`src/pktgen_macros.svh`:
```
/* Packet generator build constants
   Flow table size, beat width, register map size and shaper precision */

`ifndef PKTGEN_MACROS_SVH
`define PKTGEN_MACROS_SVH

// Flow table entries
`define PKTGEN_NUM_FLOWS 8

// Bytes per output beat
`define PKTGEN_DATA_BYTES 8

// 32-bit staging words per flow definition
`define PKTGEN_FLOW_DEF_WORDS 5

// Register word address width
`define PKTGEN_ADDR_W 5

// Shaper rate is bytes per cycle in fixed point
`define PKTGEN_RATE_FRAC_BITS 16

`endif
```
`src/pktgen_pkt_pkg.sv`:
```
/* Packet side types for flow definitions, stream beats, transmit events and framer states */

`include "pktgen_macros.svh"

package pktgen_pkt_pkg;

    typedef logic [$clog2(`PKTGEN_NUM_FLOWS)-1:0] flow_id_t;
    typedef logic [13:0]                          pkt_len_t;
    typedef logic [31:0]                          rate_t;

    typedef struct packed {
        logic [47:0] mac_da;
        logic [47:0] mac_sa;
        logic [15:0] ether_type;
        pkt_len_t    pkt_len;
        logic [7:0]  payload_value;
    } flow_def_t;

    typedef struct packed {
        logic [8*`PKTGEN_DATA_BYTES-1:0] tdata;
        logic [`PKTGEN_DATA_BYTES-1:0]   tkeep;
        logic                            tlast;
        flow_id_t                        tuser;
    } beat_t;

    // One accepted output beat
    typedef struct packed {
        logic                                   valid;
        logic                                   last;
        logic [$clog2(`PKTGEN_DATA_BYTES+1)-1:0] bytes;
    } tx_event_t;

    typedef enum logic [1:0] {IDLE, FETCH, WAIT_CREDIT, SEND} frame_state_e;

endpackage

```
`src/pktgen_reg_pkg.sv`:
```
/* Register port types and the word address map of the generator */

`include "pktgen_macros.svh"

package pktgen_reg_pkg;

    typedef logic [`PKTGEN_ADDR_W-1:0] reg_addr_t;
    typedef logic [31:0]               reg_data_t;

    // One Avalon-MM request without waitrequest or burst
    typedef struct packed {
        logic      read;
        logic      write;
        reg_addr_t address;
        reg_data_t writedata;
    } avmm_req_t;

    typedef enum reg_addr_t {
        ADDR_TX_CON           = 0,
        ADDR_SHAPER_CON       = 1,
        ADDR_FLOW_DEF_CON     = 2,
        ADDR_GEN_TX_PKT_CNT0  = 3,
        ADDR_GEN_TX_PKT_CNT1  = 4,
        ADDR_GEN_TX_BYTE_CNT0 = 5,
        ADDR_GEN_TX_BYTE_CNT1 = 6,
        // First of the staged flow definition words
        ADDR_FLOW_DEF_DATA    = 8
    } reg_addr_e;

endpackage

```
`src/network_packet_generator.sv`:
```
/* Ethernet test packet generator top
   Register block, flow table, rate shaper and framer on one clock */

module network_packet_generator (
    input  logic                      avmm_clk_ifc,
    input  logic                      rst,
    input  pktgen_reg_pkg::avmm_req_t avmm_req,
    output pktgen_reg_pkg::reg_data_t avmm_readdata,
    output logic                      avmm_readdatavalid,
    output pktgen_pkt_pkg::beat_t     out_beat,
    output logic                      out_valid,
    input  logic                      out_ready
);
    pktgen_pkt_pkg::tx_event_t tx_event;
    logic                      tx_enable;
    logic                      tx_finite;
    logic [27:0]               tx_count;
    pktgen_pkt_pkg::flow_id_t  last_flow;
    pktgen_pkt_pkg::rate_t     rate;
    logic                      def_wr;
    pktgen_pkt_pkg::flow_id_t  def_wr_id;
    pktgen_pkt_pkg::flow_def_t def_wr_data;
    logic                      rd_req;
    pktgen_pkt_pkg::flow_id_t  rd_id;
    logic                      rd_grant;
    pktgen_pkt_pkg::flow_def_t rd_data;
    logic                      start_req;
    pktgen_pkt_pkg::pkt_len_t  start_len;
    logic                      admit;

    pktgen_csr csr_i (
        .avmm_clk_ifc  ( avmm_clk_ifc       ),
        .rst           ( rst                ),
        .req           ( avmm_req           ),
        .readdata      ( avmm_readdata      ),
        .readdatavalid ( avmm_readdatavalid ),
        .tx_event      ( tx_event           ),
        .tx_enable     ( tx_enable          ),
        .tx_finite     ( tx_finite          ),
        .tx_count      ( tx_count           ),
        .last_flow     ( last_flow          ),
        .rate          ( rate               ),
        .def_wr        ( def_wr             ),
        .def_wr_id     ( def_wr_id          ),
        .def_wr_data   ( def_wr_data        )
    );

    pktgen_flow_table flow_table_i (
        .avmm_clk_ifc ( avmm_clk_ifc ),
        .wr           ( def_wr       ),
        .wr_id        ( def_wr_id    ),
        .wr_data      ( def_wr_data  ),
        .rd_req       ( rd_req       ),
        .rd_id        ( rd_id        ),
        .rd_grant     ( rd_grant     ),
        .rd_data      ( rd_data      )
    );

    pktgen_shaper shaper_i (
        .avmm_clk_ifc ( avmm_clk_ifc ),
        .rst          ( rst          ),
        .rate         ( rate         ),
        .start_req    ( start_req    ),
        .start_len    ( start_len    ),
        .admit        ( admit        )
    );

    pktgen_framer framer_i (
        .avmm_clk_ifc ( avmm_clk_ifc ),
        .rst          ( rst          ),
        .tx_enable    ( tx_enable    ),
        .tx_finite    ( tx_finite    ),
        .tx_count     ( tx_count     ),
        .last_flow    ( last_flow    ),
        .rd_req       ( rd_req       ),
        .rd_id        ( rd_id        ),
        .rd_grant     ( rd_grant     ),
        .rd_data      ( rd_data      ),
        .start_req    ( start_req    ),
        .start_len    ( start_len    ),
        .admit        ( admit        ),
        .out_beat     ( out_beat     ),
        .out_valid    ( out_valid    ),
        .out_ready    ( out_ready    ),
        .tx_event     ( tx_event     )
    );

endmodule

```
`src/pktgen_framer.sv`:
```
/* Packet framer
   Walks the flows round robin, waits for shaper admission and streams the beats */

`include "pktgen_macros.svh"

module pktgen_framer (
    input  logic                      avmm_clk_ifc,
    input  logic                      rst,
    input  logic                      tx_enable,
    input  logic                      tx_finite,
    input  logic [27:0]               tx_count,
    input  pktgen_pkt_pkg::flow_id_t  last_flow,
    output logic                      rd_req,
    output pktgen_pkt_pkg::flow_id_t  rd_id,
    input  logic                      rd_grant,
    input  pktgen_pkt_pkg::flow_def_t rd_data,
    output logic                      start_req,
    output pktgen_pkt_pkg::pkt_len_t  start_len,
    input  logic                      admit,
    output pktgen_pkt_pkg::beat_t     out_beat,
    output logic                      out_valid,
    input  logic                      out_ready,
    output pktgen_pkt_pkg::tx_event_t tx_event
);
    localparam int BEAT_BYTES = `PKTGEN_DATA_BYTES;
    localparam int HDR_BYTES  = 14;
    localparam int CNT_W      = $bits(pktgen_pkt_pkg::tx_event_t) - 2;

    pktgen_pkt_pkg::frame_state_e state;
    pktgen_pkt_pkg::flow_id_t     flow_ptr;
    pktgen_pkt_pkg::flow_id_t     cur_id;
    pktgen_pkt_pkg::pkt_len_t     byte_off;
    logic [27:0]                  pkt_sent;
    logic                         enable_q;
    logic                         done;
    logic [14:0]                  next_off;
    logic [8*HDR_BYTES-1:0]       hdr;

    assign done     = tx_finite && (pkt_sent >= tx_count);
    assign next_off = {1'b0, byte_off} + 15'(BEAT_BYTES);
    assign hdr      = {rd_data.mac_da, rd_data.mac_sa, rd_data.ether_type};

    assign rd_req    = (state == pktgen_pkt_pkg::FETCH);
    assign rd_id     = flow_ptr;
    assign start_req = (state == pktgen_pkt_pkg::WAIT_CREDIT) && tx_enable;
    assign start_len = rd_data.pkt_len;
    assign out_valid = (state == pktgen_pkt_pkg::SEND);

    ////////////////////
    // Beat builder
    always_comb begin
        logic [14:0] pos;
        out_beat.tuser = cur_id;
        out_beat.tlast = next_off >= {1'b0, rd_data.pkt_len};
        for (int i = 0; i < BEAT_BYTES; i++) begin
            pos = {1'b0, byte_off} + 15'(i);
            out_beat.tkeep[i] = pos < {1'b0, rd_data.pkt_len};
            if (pos < 15'(HDR_BYTES)) begin
                out_beat.tdata[8*i +: 8] = hdr[8*(HDR_BYTES-1-int'(pos[3:0])) +: 8];
            end else begin
                out_beat.tdata[8*i +: 8] = rd_data.payload_value;
            end
        end
    end

    assign tx_event.valid = out_valid && out_ready;
    assign tx_event.last  = out_beat.tlast;
    assign tx_event.bytes = CNT_W'($countones(out_beat.tkeep));

    ////////////////////
    // Sequencer FSM
    always_ff @(posedge avmm_clk_ifc) begin
        if (rst) begin
            state    <= pktgen_pkt_pkg::IDLE;
            flow_ptr <= '0;
            byte_off <= '0;
            pkt_sent <= '0;
            enable_q <= 1'b0;
        end else begin
            enable_q <= tx_enable;
            case (state)
                pktgen_pkt_pkg::IDLE: begin
                    if (tx_enable && enable_q && !done) begin
                        state <= pktgen_pkt_pkg::FETCH;
                    end
                end
                pktgen_pkt_pkg::FETCH: begin
                    if (rd_grant) begin
                        state    <= pktgen_pkt_pkg::WAIT_CREDIT;
                        flow_ptr <= (flow_ptr >= last_flow) ? '0 : flow_ptr + 1'b1;
                    end
                end
                pktgen_pkt_pkg::WAIT_CREDIT: begin
                    byte_off <= '0;
                    // Nothing sent yet, so a disable drops this packet
                    if (!tx_enable) begin
                        state <= pktgen_pkt_pkg::IDLE;
                    end else if (admit) begin
                        state <= pktgen_pkt_pkg::SEND;
                    end
                end
                pktgen_pkt_pkg::SEND: begin
                    if (out_ready) begin
                        byte_off <= next_off[13:0];
                        if (out_beat.tlast) begin
                            state <= pktgen_pkt_pkg::IDLE;
                            if (tx_finite) begin
                                pkt_sent <= pkt_sent + 28'd1;
                            end
                        end
                    end
                end
                default: state <= pktgen_pkt_pkg::IDLE;
            endcase
            // Fresh start of transmission
            if (tx_enable && !enable_q) begin
                flow_ptr <= '0;
                pkt_sent <= '0;
            end
        end
    end

    always_ff @(posedge avmm_clk_ifc) begin
        if (rd_grant) begin
            cur_id <= flow_ptr;
        end
    end

endmodule

```
`src/pktgen_shaper.sv`:
```
/* Byte-credit rate shaper
   Admits a packet start when the credit is not negative, then charges its length */

`include "pktgen_macros.svh"

module pktgen_shaper (
    input  logic                     avmm_clk_ifc,
    input  logic                     rst,
    input  pktgen_pkt_pkg::rate_t    rate,
    input  logic                     start_req,
    input  pktgen_pkt_pkg::pkt_len_t start_len,
    output logic                     admit
);
    localparam int FRAC     = `PKTGEN_RATE_FRAC_BITS;
    localparam int LEN_W    = $bits(pktgen_pkt_pkg::pkt_len_t);
    localparam int CREDIT_W = $bits(pktgen_pkt_pkg::rate_t) + 2;
    localparam int PAD_W    = CREDIT_W - LEN_W - FRAC;

    // Largest packet length in credit units
    localparam logic signed [CREDIT_W-1:0] CREDIT_CAP =
        $signed({{PAD_W{1'b0}}, {LEN_W{1'b1}}, {FRAC{1'b0}}});

    logic signed [CREDIT_W-1:0] credit;
    logic signed [CREDIT_W-1:0] credit_add;
    logic signed [CREDIT_W-1:0] credit_next;

    assign admit = start_req && (rate == '0 || !credit[CREDIT_W-1]);

    always_comb begin
        credit_add = credit + $signed({2'b00, rate});
        if (admit) begin
            credit_add = credit_add - $signed({{PAD_W{1'b0}}, start_len, {FRAC{1'b0}}});
        end
        credit_next = (credit_add > CREDIT_CAP) ? CREDIT_CAP : credit_add;
    end

    always_ff @(posedge avmm_clk_ifc) begin
        if (rst) begin
            credit <= '0;
        end else if (rate == '0) begin
            // Bucket starts empty when shaping is switched on
            credit <= '0;
        end else begin
            credit <= credit_next;
        end
    end

endmodule

```
`src/pktgen_flow_table.sv`:
```
/* Single-port flow definition memory
   Register writes take the port first, framer reads get it when it is free */

`include "pktgen_macros.svh"

module pktgen_flow_table (
    input  logic                      avmm_clk_ifc,
    input  logic                      wr,
    input  pktgen_pkt_pkg::flow_id_t  wr_id,
    input  pktgen_pkt_pkg::flow_def_t wr_data,
    input  logic                      rd_req,
    input  pktgen_pkt_pkg::flow_id_t  rd_id,
    output logic                      rd_grant,
    output pktgen_pkt_pkg::flow_def_t rd_data
);
    pktgen_pkt_pkg::flow_def_t mem [`PKTGEN_NUM_FLOWS];
    pktgen_pkt_pkg::flow_id_t  port_id;

    ////////////////////
    // Arbiter

    // Fixed priority where a write never waits
    assign rd_grant = rd_req && !wr;
    assign port_id  = wr ? wr_id : rd_id;

    ////////////////////
    // Memory port
    always_ff @(posedge avmm_clk_ifc) begin
        if (wr) begin
            mem[port_id] <= wr_data;
        end
        // Held until the next grant
        if (rd_grant) begin
            rd_data <= mem[port_id];
        end
    end

endmodule

```
`src/pktgen_csr.sv`:
```
/* Generator register block
   Control registers, flow definition staging and the 64-bit transmit counters */

`include "pktgen_macros.svh"

module pktgen_csr (
    input  logic                      avmm_clk_ifc,
    input  logic                      rst,
    input  pktgen_reg_pkg::avmm_req_t req,
    output pktgen_reg_pkg::reg_data_t readdata,
    output logic                      readdatavalid,
    input  pktgen_pkt_pkg::tx_event_t tx_event,
    output logic                      tx_enable,
    output logic                      tx_finite,
    output logic [27:0]               tx_count,
    output pktgen_pkt_pkg::flow_id_t  last_flow,
    output pktgen_pkt_pkg::rate_t     rate,
    output logic                      def_wr,
    output pktgen_pkt_pkg::flow_id_t  def_wr_id,
    output pktgen_pkt_pkg::flow_def_t def_wr_data
);
    localparam int WORDS = `PKTGEN_FLOW_DEF_WORDS;

    pktgen_reg_pkg::reg_data_t tx_con;
    pktgen_reg_pkg::reg_data_t stage [WORDS];
    logic [32*WORDS-1:0]       stage_flat;
    logic [63:0]               pkt_cnt;
    logic [63:0]               byte_cnt;
    logic [31:0]               pkt_cnt_hi;
    logic [31:0]               byte_cnt_hi;
    logic                      stage_hit;
    logic [2:0]                stage_idx;

    assign tx_enable = tx_con[0];
    assign tx_finite = tx_con[1];
    assign tx_count  = tx_con[31:4];

    // Data words sit at 8..12, so the low address bits index them
    assign stage_hit = (req.address >= pktgen_reg_pkg::ADDR_FLOW_DEF_DATA) &&
                       (req.address < pktgen_reg_pkg::ADDR_FLOW_DEF_DATA + WORDS);
    assign stage_idx = req.address[2:0];

    // Word 0 is the top of the definition and the unused bits sit at the bottom
    always_comb begin
        for (int i = 0; i < WORDS; i++) begin
            stage_flat[32*(WORDS-1-i) +: 32] = stage[i];
        end
    end
    assign def_wr_data = stage_flat[32*WORDS-1 -: $bits(pktgen_pkt_pkg::flow_def_t)];

    ////////////////////
    // Control and counters
    always_ff @(posedge avmm_clk_ifc) begin
        if (rst) begin
            tx_con        <= '0;
            rate          <= '0;
            last_flow     <= '0;
            def_wr        <= 1'b0;
            readdatavalid <= 1'b0;
            pkt_cnt       <= '0;
            byte_cnt      <= '0;
            pkt_cnt_hi    <= '0;
            byte_cnt_hi   <= '0;
        end else begin
            def_wr        <= 1'b0;
            readdatavalid <= req.read;
            if (req.write) begin
                case (req.address)
                    pktgen_reg_pkg::ADDR_TX_CON:     tx_con <= req.writedata;
                    pktgen_reg_pkg::ADDR_SHAPER_CON: rate   <= req.writedata;
                    pktgen_reg_pkg::ADDR_FLOW_DEF_CON: begin
                        if (req.writedata[0]) begin
                            def_wr <= 1'b1;
                        end else begin
                            last_flow <= req.writedata[18:16];
                        end
                    end
                    default: ;
                endcase
            end
            if (tx_event.valid) begin
                byte_cnt <= byte_cnt + 64'(tx_event.bytes);
                if (tx_event.last) begin
                    pkt_cnt <= pkt_cnt + 64'd1;
                end
            end
            // Upper halves frozen by the low word read
            if (req.read && req.address == pktgen_reg_pkg::ADDR_GEN_TX_PKT_CNT0) begin
                pkt_cnt_hi <= pkt_cnt[63:32];
            end
            if (req.read && req.address == pktgen_reg_pkg::ADDR_GEN_TX_BYTE_CNT0) begin
                byte_cnt_hi <= byte_cnt[63:32];
            end
        end
    end

    ////////////////////
    // Staging and read data
    always_ff @(posedge avmm_clk_ifc) begin
        if (req.write && stage_hit) begin
            stage[stage_idx] <= req.writedata;
        end
        if (req.write && req.address == pktgen_reg_pkg::ADDR_FLOW_DEF_CON) begin
            def_wr_id <= req.writedata[6:4];
        end
        readdata <= '0;
        case (req.address)
            pktgen_reg_pkg::ADDR_TX_CON:           readdata <= tx_con;
            pktgen_reg_pkg::ADDR_SHAPER_CON:       readdata <= rate;
            pktgen_reg_pkg::ADDR_FLOW_DEF_CON:     readdata <= {13'd0, last_flow, 16'd0};
            pktgen_reg_pkg::ADDR_GEN_TX_PKT_CNT0:  readdata <= pkt_cnt[31:0];
            pktgen_reg_pkg::ADDR_GEN_TX_PKT_CNT1:  readdata <= pkt_cnt_hi;
            pktgen_reg_pkg::ADDR_GEN_TX_BYTE_CNT0: readdata <= byte_cnt[31:0];
            pktgen_reg_pkg::ADDR_GEN_TX_BYTE_CNT1: readdata <= byte_cnt_hi;
            default: begin
                if (stage_hit) begin
                    readdata <= stage[stage_idx];
                end
            end
        endcase
    end

endmodule

```
`config.mk`:
```
export PLATFORM = sky130hd
export DESIGN_NAME = network_packet_generator
export DESIGN_NICKNAME = d
export VERILOG_FILES = /design/src/pktgen_pkt_pkg.sv /design/src/pktgen_reg_pkg.sv /design/src/network_packet_generator.sv /design/src/pktgen_framer.sv /design/src/pktgen_shaper.sv /design/src/pktgen_flow_table.sv /design/src/pktgen_csr.sv
export VERILOG_INCLUDE_DIRS = /design/src /design/src/src
export SDC_FILE = /design/constraint.sdc
export NUM_CORES = 2
export LEC_CHECK = 0
export BUFFER_PORTS_ARGS = -buffer_cell sky130_fd_sc_hd__clkbuf_2
export CAP_MARGIN = 0
export CORE_MARGIN = 2
export CORE_UTILIZATION = 35
export DETAILED_ROUTE_END_ITERATION = 10
export PLACE_DENSITY = 0.52
export SETUP_SLACK_MARGIN = 0.15
export SYNTH_ARGS = -nofsm -noshare
export SYNTH_HDL_FRONTEND = slang
export SYNTH_SLANG_ARGS = --single-unit
```
`constraint.sdc`:
```
create_clock -name avmm_clk_ifc -period 38.1 [get_ports avmm_clk_ifc]
set_input_delay 1.905 -clock avmm_clk_ifc [delete_from_list [all_inputs] [get_ports avmm_clk_ifc]]
set_output_delay 1.905 -clock avmm_clk_ifc [all_outputs]
set_load 0.005 [all_outputs]
```
Word level (Yosys, flattened, before mapping)

Memories as Yosys holds them, arrays and structs flattened. A register that Yosys moved wholly into a read port is not among the register bits.
Index checks and enable logic that the tools add are counted.
Widths: inputs -> output; s select.

$add $sub $neg: 29
Magnitude comparators: 22
Equal/unequal tests: 14
Shifts and indexed selects: 8
Muxes and demuxes: 28
Bitwise operators: 3
Reduce and logical (&&, ||, !) cells: 34

Operator list:

| operator              | number |
|---|---|
| $shiftx 112x32->8     | 8 |
| $pmux 32 s7           | 1 |
| $lt 15x14->1          | 7 |
| $lt 15x4->1 const B   | 7 |
| $add 64x1->64 const B | 1 |
| $add 64x4->64         | 1 |
| $mux 8                | 8 |
| $add 14x3->15 const B | 4 |
| $sub 4x4->5 const A   | 8 |
| $add 34x33->34        | 1 |
| $gt 34x31->1 const B  | 1 |
| $mux 34               | 1 |
| $sub 34x31->34        | 1 |
| $logic_not 32->1      | 1 |
| $mux 32               | 1 |
| $add 14x2->15 const B | 2 |
| $mux 30               | 1 |
| $add 28x1->28 const B | 1 |
| $ge 28x28->1          | 1 |
| $pmux 14 s2           | 1 |
| $add 14x1->15 const B | 1 |
| $add 14x4->15 const B | 1 |
| $eq 5x3->1 const B    | 3 |
| $ge 15x14->1          | 1 |
| 33 further kinds      | 75 |

Register bits after elaboration: 381
RAM bits: 1232
Bits of input ports: 42
Output and inout port bits: 110
Logic and storage cells: 159
Memories kept: 2

Memory list:

| memory           | words | width | rd ports | clocked after Yosys merged registers in | write ports | line                    | source |
|---|---|---|---|---|---|---|---|
| flow_table_i.mem | 8     | 134   | 1        | 1                                       | 1           | pktgen_flow_table.sv:16 | `` pktgen_pkt_pkg::flow_def_t mem [`PKTGEN_NUM_FLOWS]; `` |
| csr_i.stage      | 5     | 32    | 6        | 0                                       | 1           | pktgen_csr.sv:25        | `pktgen_reg_pkg::reg_data_t stage [WORDS];` |

Logic depth before layout (Yosys ltp)

Depth in word-level cells: 6
Depth in mapped cells: 30
Gate-level depth less buffers: 30

By module

A second synthesis with hierarchy kept.

Cells, all modules: 6455
Area total of the unflattened synthesis: 74970.7 µm²

Modules (own cells, without submodules):

| module            | instances | cells an instance | area each (µm²) | seq. area each (µm²) |
|---|---|---|---|---|
| pktgen_flow_table | 1         | 3150              | 44993.2         | 36214.7 |
| pktgen_csr        | 1         | 1857              | 19064.5         | 10760.3 |
| pktgen_framer     | 1         | 806               | 6147.1          | 991.0 |
| pktgen_shaper     | 1         | 642               | 4765.8          | 680.7 |

Least setup slack after synthesis

Ideal clock, no wire load.

Path kind: reg2reg
From: register framer_i.state[1]
To: register framer_i.flow_ptr[0] (netlist: framer_i.rd_id[0])
Library setup time: 129 ps
Data arrival time: 12254 ps
Required time: 37971 ps
Setup slack: 25716 ps
Stages on the path, launching flop included: 6
Buffers on the path: 1
Period minus slack after synthesis: 12384 ps
Cell sequence: dfxtp_1 > clkbuf_1 > nor3b_1 > o21ai_0 > nand2b_1 > nor2_1

Cells in the longest elaborated chain, start to end: 3

Ends and longest elaborated chain:

| element                    | line                    | source |
|---|---|---|
| from (decl)                | pktgen_framer.sv:29     | `pktgen_pkt_pkg::frame_state_e state;` |
| from (signal assigned)     | pktgen_framer.sv:74     | `state <= pktgen_pkt_pkg::IDLE;` |
| from (signal assigned)     | pktgen_framer.sv:84     | `state <= pktgen_pkt_pkg::FETCH;` |
| from (signal assigned)     | pktgen_framer.sv:89     | `state <= pktgen_pkt_pkg::WAIT_CREDIT;` |
| $eq 2x1->1                 | pktgen_framer.sv:43     | `assign rd_req = (state == pktgen_pkt_pkg::FETCH);` |
| $logic_and 1x1->1          | pktgen_flow_table.sv:23 | `assign rd_grant = rd_req && !wr;` |
| net flow_table_i.rd_grant  | pktgen_flow_table.sv:13 | `output logic rd_grant,` |
| $reduce_and 2->1 (no line) | -                       |  |
| to (signal assigned)       | pktgen_framer.sv:90     | `flow_ptr <= (flow_ptr >= last_flow) ? '0 : flow_ptr + 1'b1;` |
| to (decl)                  | pktgen_framer.sv:30     | `pktgen_pkt_pkg::flow_id_t flow_ptr;` |

The timed path passes the listed nets, and every way through them passes these cells.
A chain may end at the register's enable or synchronous reset.

Final worst setup path

From: register flow_table_i.rd_data[12] (netlist name)
To: register csr_i.byte_cnt[62]

Cells in the longest elaborated chain, start to end: 5
Elaborated cells between the ends (all ways): 16
Those cells by class: add/sub: 8; order compare: 8

Ends and longest elaborated chain:

| element                                      | line                | source |
|---|---|---|
| $lt 15x14->1 or $lt 14x14->1 (tied branches) | pktgen_framer.sv:57 | `out_beat.tkeep[i] = pos < {1'b0, rd_data.pkt_len};` |
| $add 1x1->2 (not written as such)            | pktgen_framer.sv:68 | `assign tx_event.bytes = CNT_W'($countones(out_beat.tkeep));` |
| $add 4x4->4 (not written as such)            | pktgen_framer.sv:68 |  |
| $add 4x4->4 (not written as such) (*)        | pktgen_framer.sv:68 |  |
| $add 64x4->64 (*)                            | pktgen_csr.sv:82    | `byte_cnt <= byte_cnt + 64'(tx_event.bytes);` |
| to (signal assigned)                         | pktgen_csr.sv:82    |  |
| to (decl)                                    | pktgen_csr.sv:28    | `logic [63:0] byte_cnt;` |

Mark *: on every way between the ends. The rest lies on a longest branch, timed or not.

==> flow_metrics.env <==
export IMPL_result_of_the_run="completed"
export IMPL_cpPeakStageDelay_ns=0.54
export IMPL_synthesis_instances=6169
export IMPL_power_per_cell_area_mw_per_mm2=46.6
export IMPL_fmax_mhz=132
export IMPL_die_height_microns=460
export IMPL_drv_slew=0
export IMPL_critical_path_max_fanout=8
export IMPL_worst_hold_path_num_cells=2
export IMPL_setup_tns_final_ns=0
export IMPL_worst_slack_ns=30.54
export IMPL_timing_rr_end="csr_i.byte_cnt[62]"
export IMPL_asyncSetResetFlopFracSynth=0
export IMPL_vias=49678
export IMPL_dpl_hpwl_microns=143000
export IMPL_critPathKind="flop to flop"
export IMPL_timing_critical_path_arrival_ns=8.26
export IMPL_cts_tree="built"
export IMPL_clock_insertion_delay_worst_skew_ns=0.81
export IMPL_grt_setup_unrepaired="false"
export IMPL_synth_cell_type_count=84
export IMPL_die_w_microns=460
export IMPL_grt_pass1_vias=47457
export IMPL_drt_total_wl_microns=236000
export IMPL_grt_max_degree=199
export IMPL_syn_mean_instance_area_sq_um=11.8
export IMPL_reg2reg_from="flow_table_i.rd_data[12]"
export IMPL_clock_tree_buffer_depth=3
export IMPL_post_cts_repair_setup_buffers=0
export IMPL_syn_area_sq_mm=0.0727
export IMPL_netlist_top_cells_area="sky130_fd_sc_hd__edfxtp_1 57%, sky130_fd_sc_hd__dfxtp_1 10%, sky130_fd_sc_hd__nand2_1 7.7%"
export IMPL_grt_first_pass_wirelength_microns=337000
export IMPL_hold_path_class="flop to flop"
export IMPL_avgRoutedWirePerCell_microns=25.9
export IMPL_capture_endpoint_of_the_worst_hold_path="csr_i.byte_cnt_hi[4]"
export IMPL_drc=0
export IMPL_setup_viol=0
export IMPL_ant_nets=0
export IMPL_finalHoldWorstSlack_ns=0.456
export IMPL_maximum_capacitance_violations=0
export IMPL_initialDrtViolationCount=5495
export IMPL_skew_ns=0.0459
export IMPL_final_min_period_over_clock_period=0.198
export IMPL_initial_utilization=0.351
export IMPL_timing_critical_path_to_type="flop"
export IMPL_drt_pass1_iterations=6
export IMPL_number_of_hold_buffers_added_after_cts=0
export IMPL_ys_ff_latch=1744
export IMPL_io_buffer_count=151
export IMPL_floorplan_die_area_sq_mm=0.211
export IMPL_grt_remaining_overflow=0
export IMPL_crit_path_start_kind="flop"
export IMPL_design_portCount=152
export IMPL_yosysTopAreaCell="sky130_fd_sc_hd__edfxtp_1"
export IMPL_synth_sequential_area_ratio=0.669
export IMPL_max_vdd_ir_drop_mv=0.0510
export IMPL_synth_main_ff_cell="sky130_fd_sc_hd__edfxtp_1"
export IMPL_setup_reg_to_reg_worst_slack_ns=30.54
export IMPL_tritoncts_num_buffers=182
export IMPL_gp_congestion=0.912
export IMPL_fp_row_count=167
export IMPL_yosys_area_top_type_share=0.567
export IMPL_finalCriticalPeriod_ns=7.56
export IMPL_worst_slew_margin_rel=0.128
export IMPL_yosys_warnings=0
export IMPL_min_from="csr_i.byte_cnt_hi[4]"
export IMPL_core_sq_mm=0.207
export IMPL_data_required_time_of_the_worst_path_ns=38.80
export IMPL_antenna_found_initial=28
export IMPL_post_drt_via_cell_ratio=5.47
export IMPL_tightest_slew_ns=1.30
export IMPL_syn2layout_area_growth_pct=13.1
export IMPL_critPathSlowestCell="sky130_fd_sc_hd__fa_1"
export IMPL_ff2ff_path_depth=31
export IMPL_place_worst_setup_slack_ns=30.61
export IMPL_fin_nets=6420
export IMPL_grt_total_usage=0.218
export IMPL_synth_edf_count=1372
export IMPL_synth_net_count=6358
export IMPL_total_leakage_power_nw=28.4
export IMPL_clkSlewWorstSetupHoldPaths_ns=0.06
export IMPL_yosys_cell_count_top_type="sky130_fd_sc_hd__nand2_1"
export IMPL_clock_sinks=1744
export IMPL_htree_levels=4
export IMPL_drive_above_1_share=0.0898
export IMPL_final_hold_viol_count=0
export IMPL_post_synth_most_frequent_cells="1482 x sky130_fd_sc_hd__nand2_1, 1372 x sky130_fd_sc_hd__edfxtp_1, 824 x sky130_fd_sc_hd__a21oi_1"
export IMPL_post_cts_resize_count=0
export IMPL_clockRootBuffer="sky130_fd_sc_hd__clkbuf_16"
[critical path: cells and delay by family, from the launching register on]
family / cells / cell delay (ns)
DFF: 1 / 0.35
adders and majority gates: 7 / 2.56
AOI/OAI and AO/OA: 12 / 2.17
and+or+nand+nor: 8 / 1.84
buffers and inverters: 4 / 0.53
[registers in the layout, summed over array words and instances, names as in the netlist]
| signal | cells |
|---|---|
| framer_i.state | 2 |
| csr_i.rate | 32 |
| csr_i.readdatavalid | 1 |
| csr_i.last_flow | 3 |
| csr_i.byte_cnt | 64 |
| framer_i.cur_id | 3 |
| flow_table_i.mem | 1072 |
| csr_i.def_wr | 1 |
| framer_i.pkt_sent | 28 |
| csr_i.tx_con | 32 |
| csr_i.readdata | 32 |
| csr_i.def_wr_id | 3 |
| csr_i.pkt_cnt | 64 |
| framer_i.enable_q | 1 |
| csr_i.byte_cnt_hi | 32 |
| flow_table_i.rd_data | 134 |
| csr_i.pkt_cnt_hi | 32 |
| shaper_i.credit | 34 |
| framer_i.byte_off | 11 |
| csr_i.stage | 160 |
| framer_i.rd_id | 3 |
[layer usage]
metal / vias to the layer above / global-route usage / part of all wire
met5: - / 0 / 0.00037
met4: 14 / 0.0771 / 0.034
met3: 367 / 0.0376 / 0.074
met2: 1752 / 0.343 / 0.46
met1: 25048 / 0.304 / 0.43
li1: 22497 / - / -
[cell usage in the layout, fill, tap and decap left out, types with 46 or more instances in the layout]
cell type	Yosys	layout
sky130_fd_sc_hd__or4_1	140	140
sky130_fd_sc_hd__dfxtp_1	372	371
sky130_fd_sc_hd__edfxtp_1	1372	1372
sky130_fd_sc_hd__a22oi_1	49	49
sky130_fd_sc_hd__inv_1	113	113
sky130_fd_sc_hd__ha_1	140	140
sky130_fd_sc_hd__mux2i_1	67	67
sky130_fd_sc_hd__buf_4	2	73
sky130_fd_sc_hd__clkbuf_2	0	148
sky130_fd_sc_hd__nor2_1	235	219
sky130_fd_sc_hd__a22o_1	49	49
sky130_fd_sc_hd__clkbuf_16	0	185
sky130_fd_sc_hd__nand3_1	65	65
sky130_fd_sc_hd__a21oi_1	824	824
sky130_fd_sc_hd__xor2_1	77	77
sky130_fd_sc_hd__o21ai_0	121	120
sky130_fd_sc_hd__xnor2_1	91	91
sky130_fd_sc_hd__nand2_1	1482	1481
sky130_fd_sc_hd__nor3_1	62	59
sky130_fd_sc_hd__nand4_1	46	46
[through the flow]
step	instance area [sq um]	utilization	std cells	total power, mW
after floorplan	72700	-	6169	2.10
after detailed placement	76400	0.369	8751	2.14
after global placement	76400	0.369	8751	2.14
after CTS	82200	0.397	9073	3.86
final	82200	0.397	9079	3.83
after global routing	82200	0.397	9074	3.94
[power by group]
| part | total (mW) | switching, mW | internal, mW |
|---|---|---|---|
| Sequential | 2.04 | 0.00713 | 2.04 |
| Combinational | 0.0583 | 0.0461 | 0.0122 |
| Clock | 1.73 | 0.752 | 0.982 |
| Total | 3.83 | 0.805 | 3.03 |
[worst max path at each step]
stage / cells after the start / slack (ns) / endpoint / from
2_1_floorplan: 5 / 25.72 / framer_i.rd_id[0] / framer_i.state[1]
3_3_place_gp: 31 / 30.68 / csr_i.byte_cnt[62] / flow_table_i.rd_data[12]
3_5_place_dp: 31 / 30.61 / csr_i.byte_cnt[62] / flow_table_i.rd_data[12]
4_1_cts: 31 / 30.58 / csr_i.byte_cnt[62] / flow_table_i.rd_data[12]
5_1_grt: 31 / 30.07 / csr_i.byte_cnt[62] / flow_table_i.rd_data[12]
6_report: 31 / 30.54 / csr_i.byte_cnt[62] / flow_table_i.rd_data[12]
[kinds of logic after synthesis]
family,share of synthesized area
buf+inv,0.0248
fa+ha+maj,0.0260
mux,0.0193
simple gates,0.137
compound gates,0.104
xor+xnor,0.0202
flops,0.669
[cell type report]
class,count,area (sq um)
Antenna cell,6,15.0
Clock buffer,240,4990
Clock inverter,82,790
Fill cell,19567,125000
Inverter,113,424
Multi-Input combinational cell,3957,22400
Sequential cell,1744,48700
Tap cell,2704,3380
Timing Repair Buffer,233,1520
Note: power is estimated with default switching activity, not from simulation.
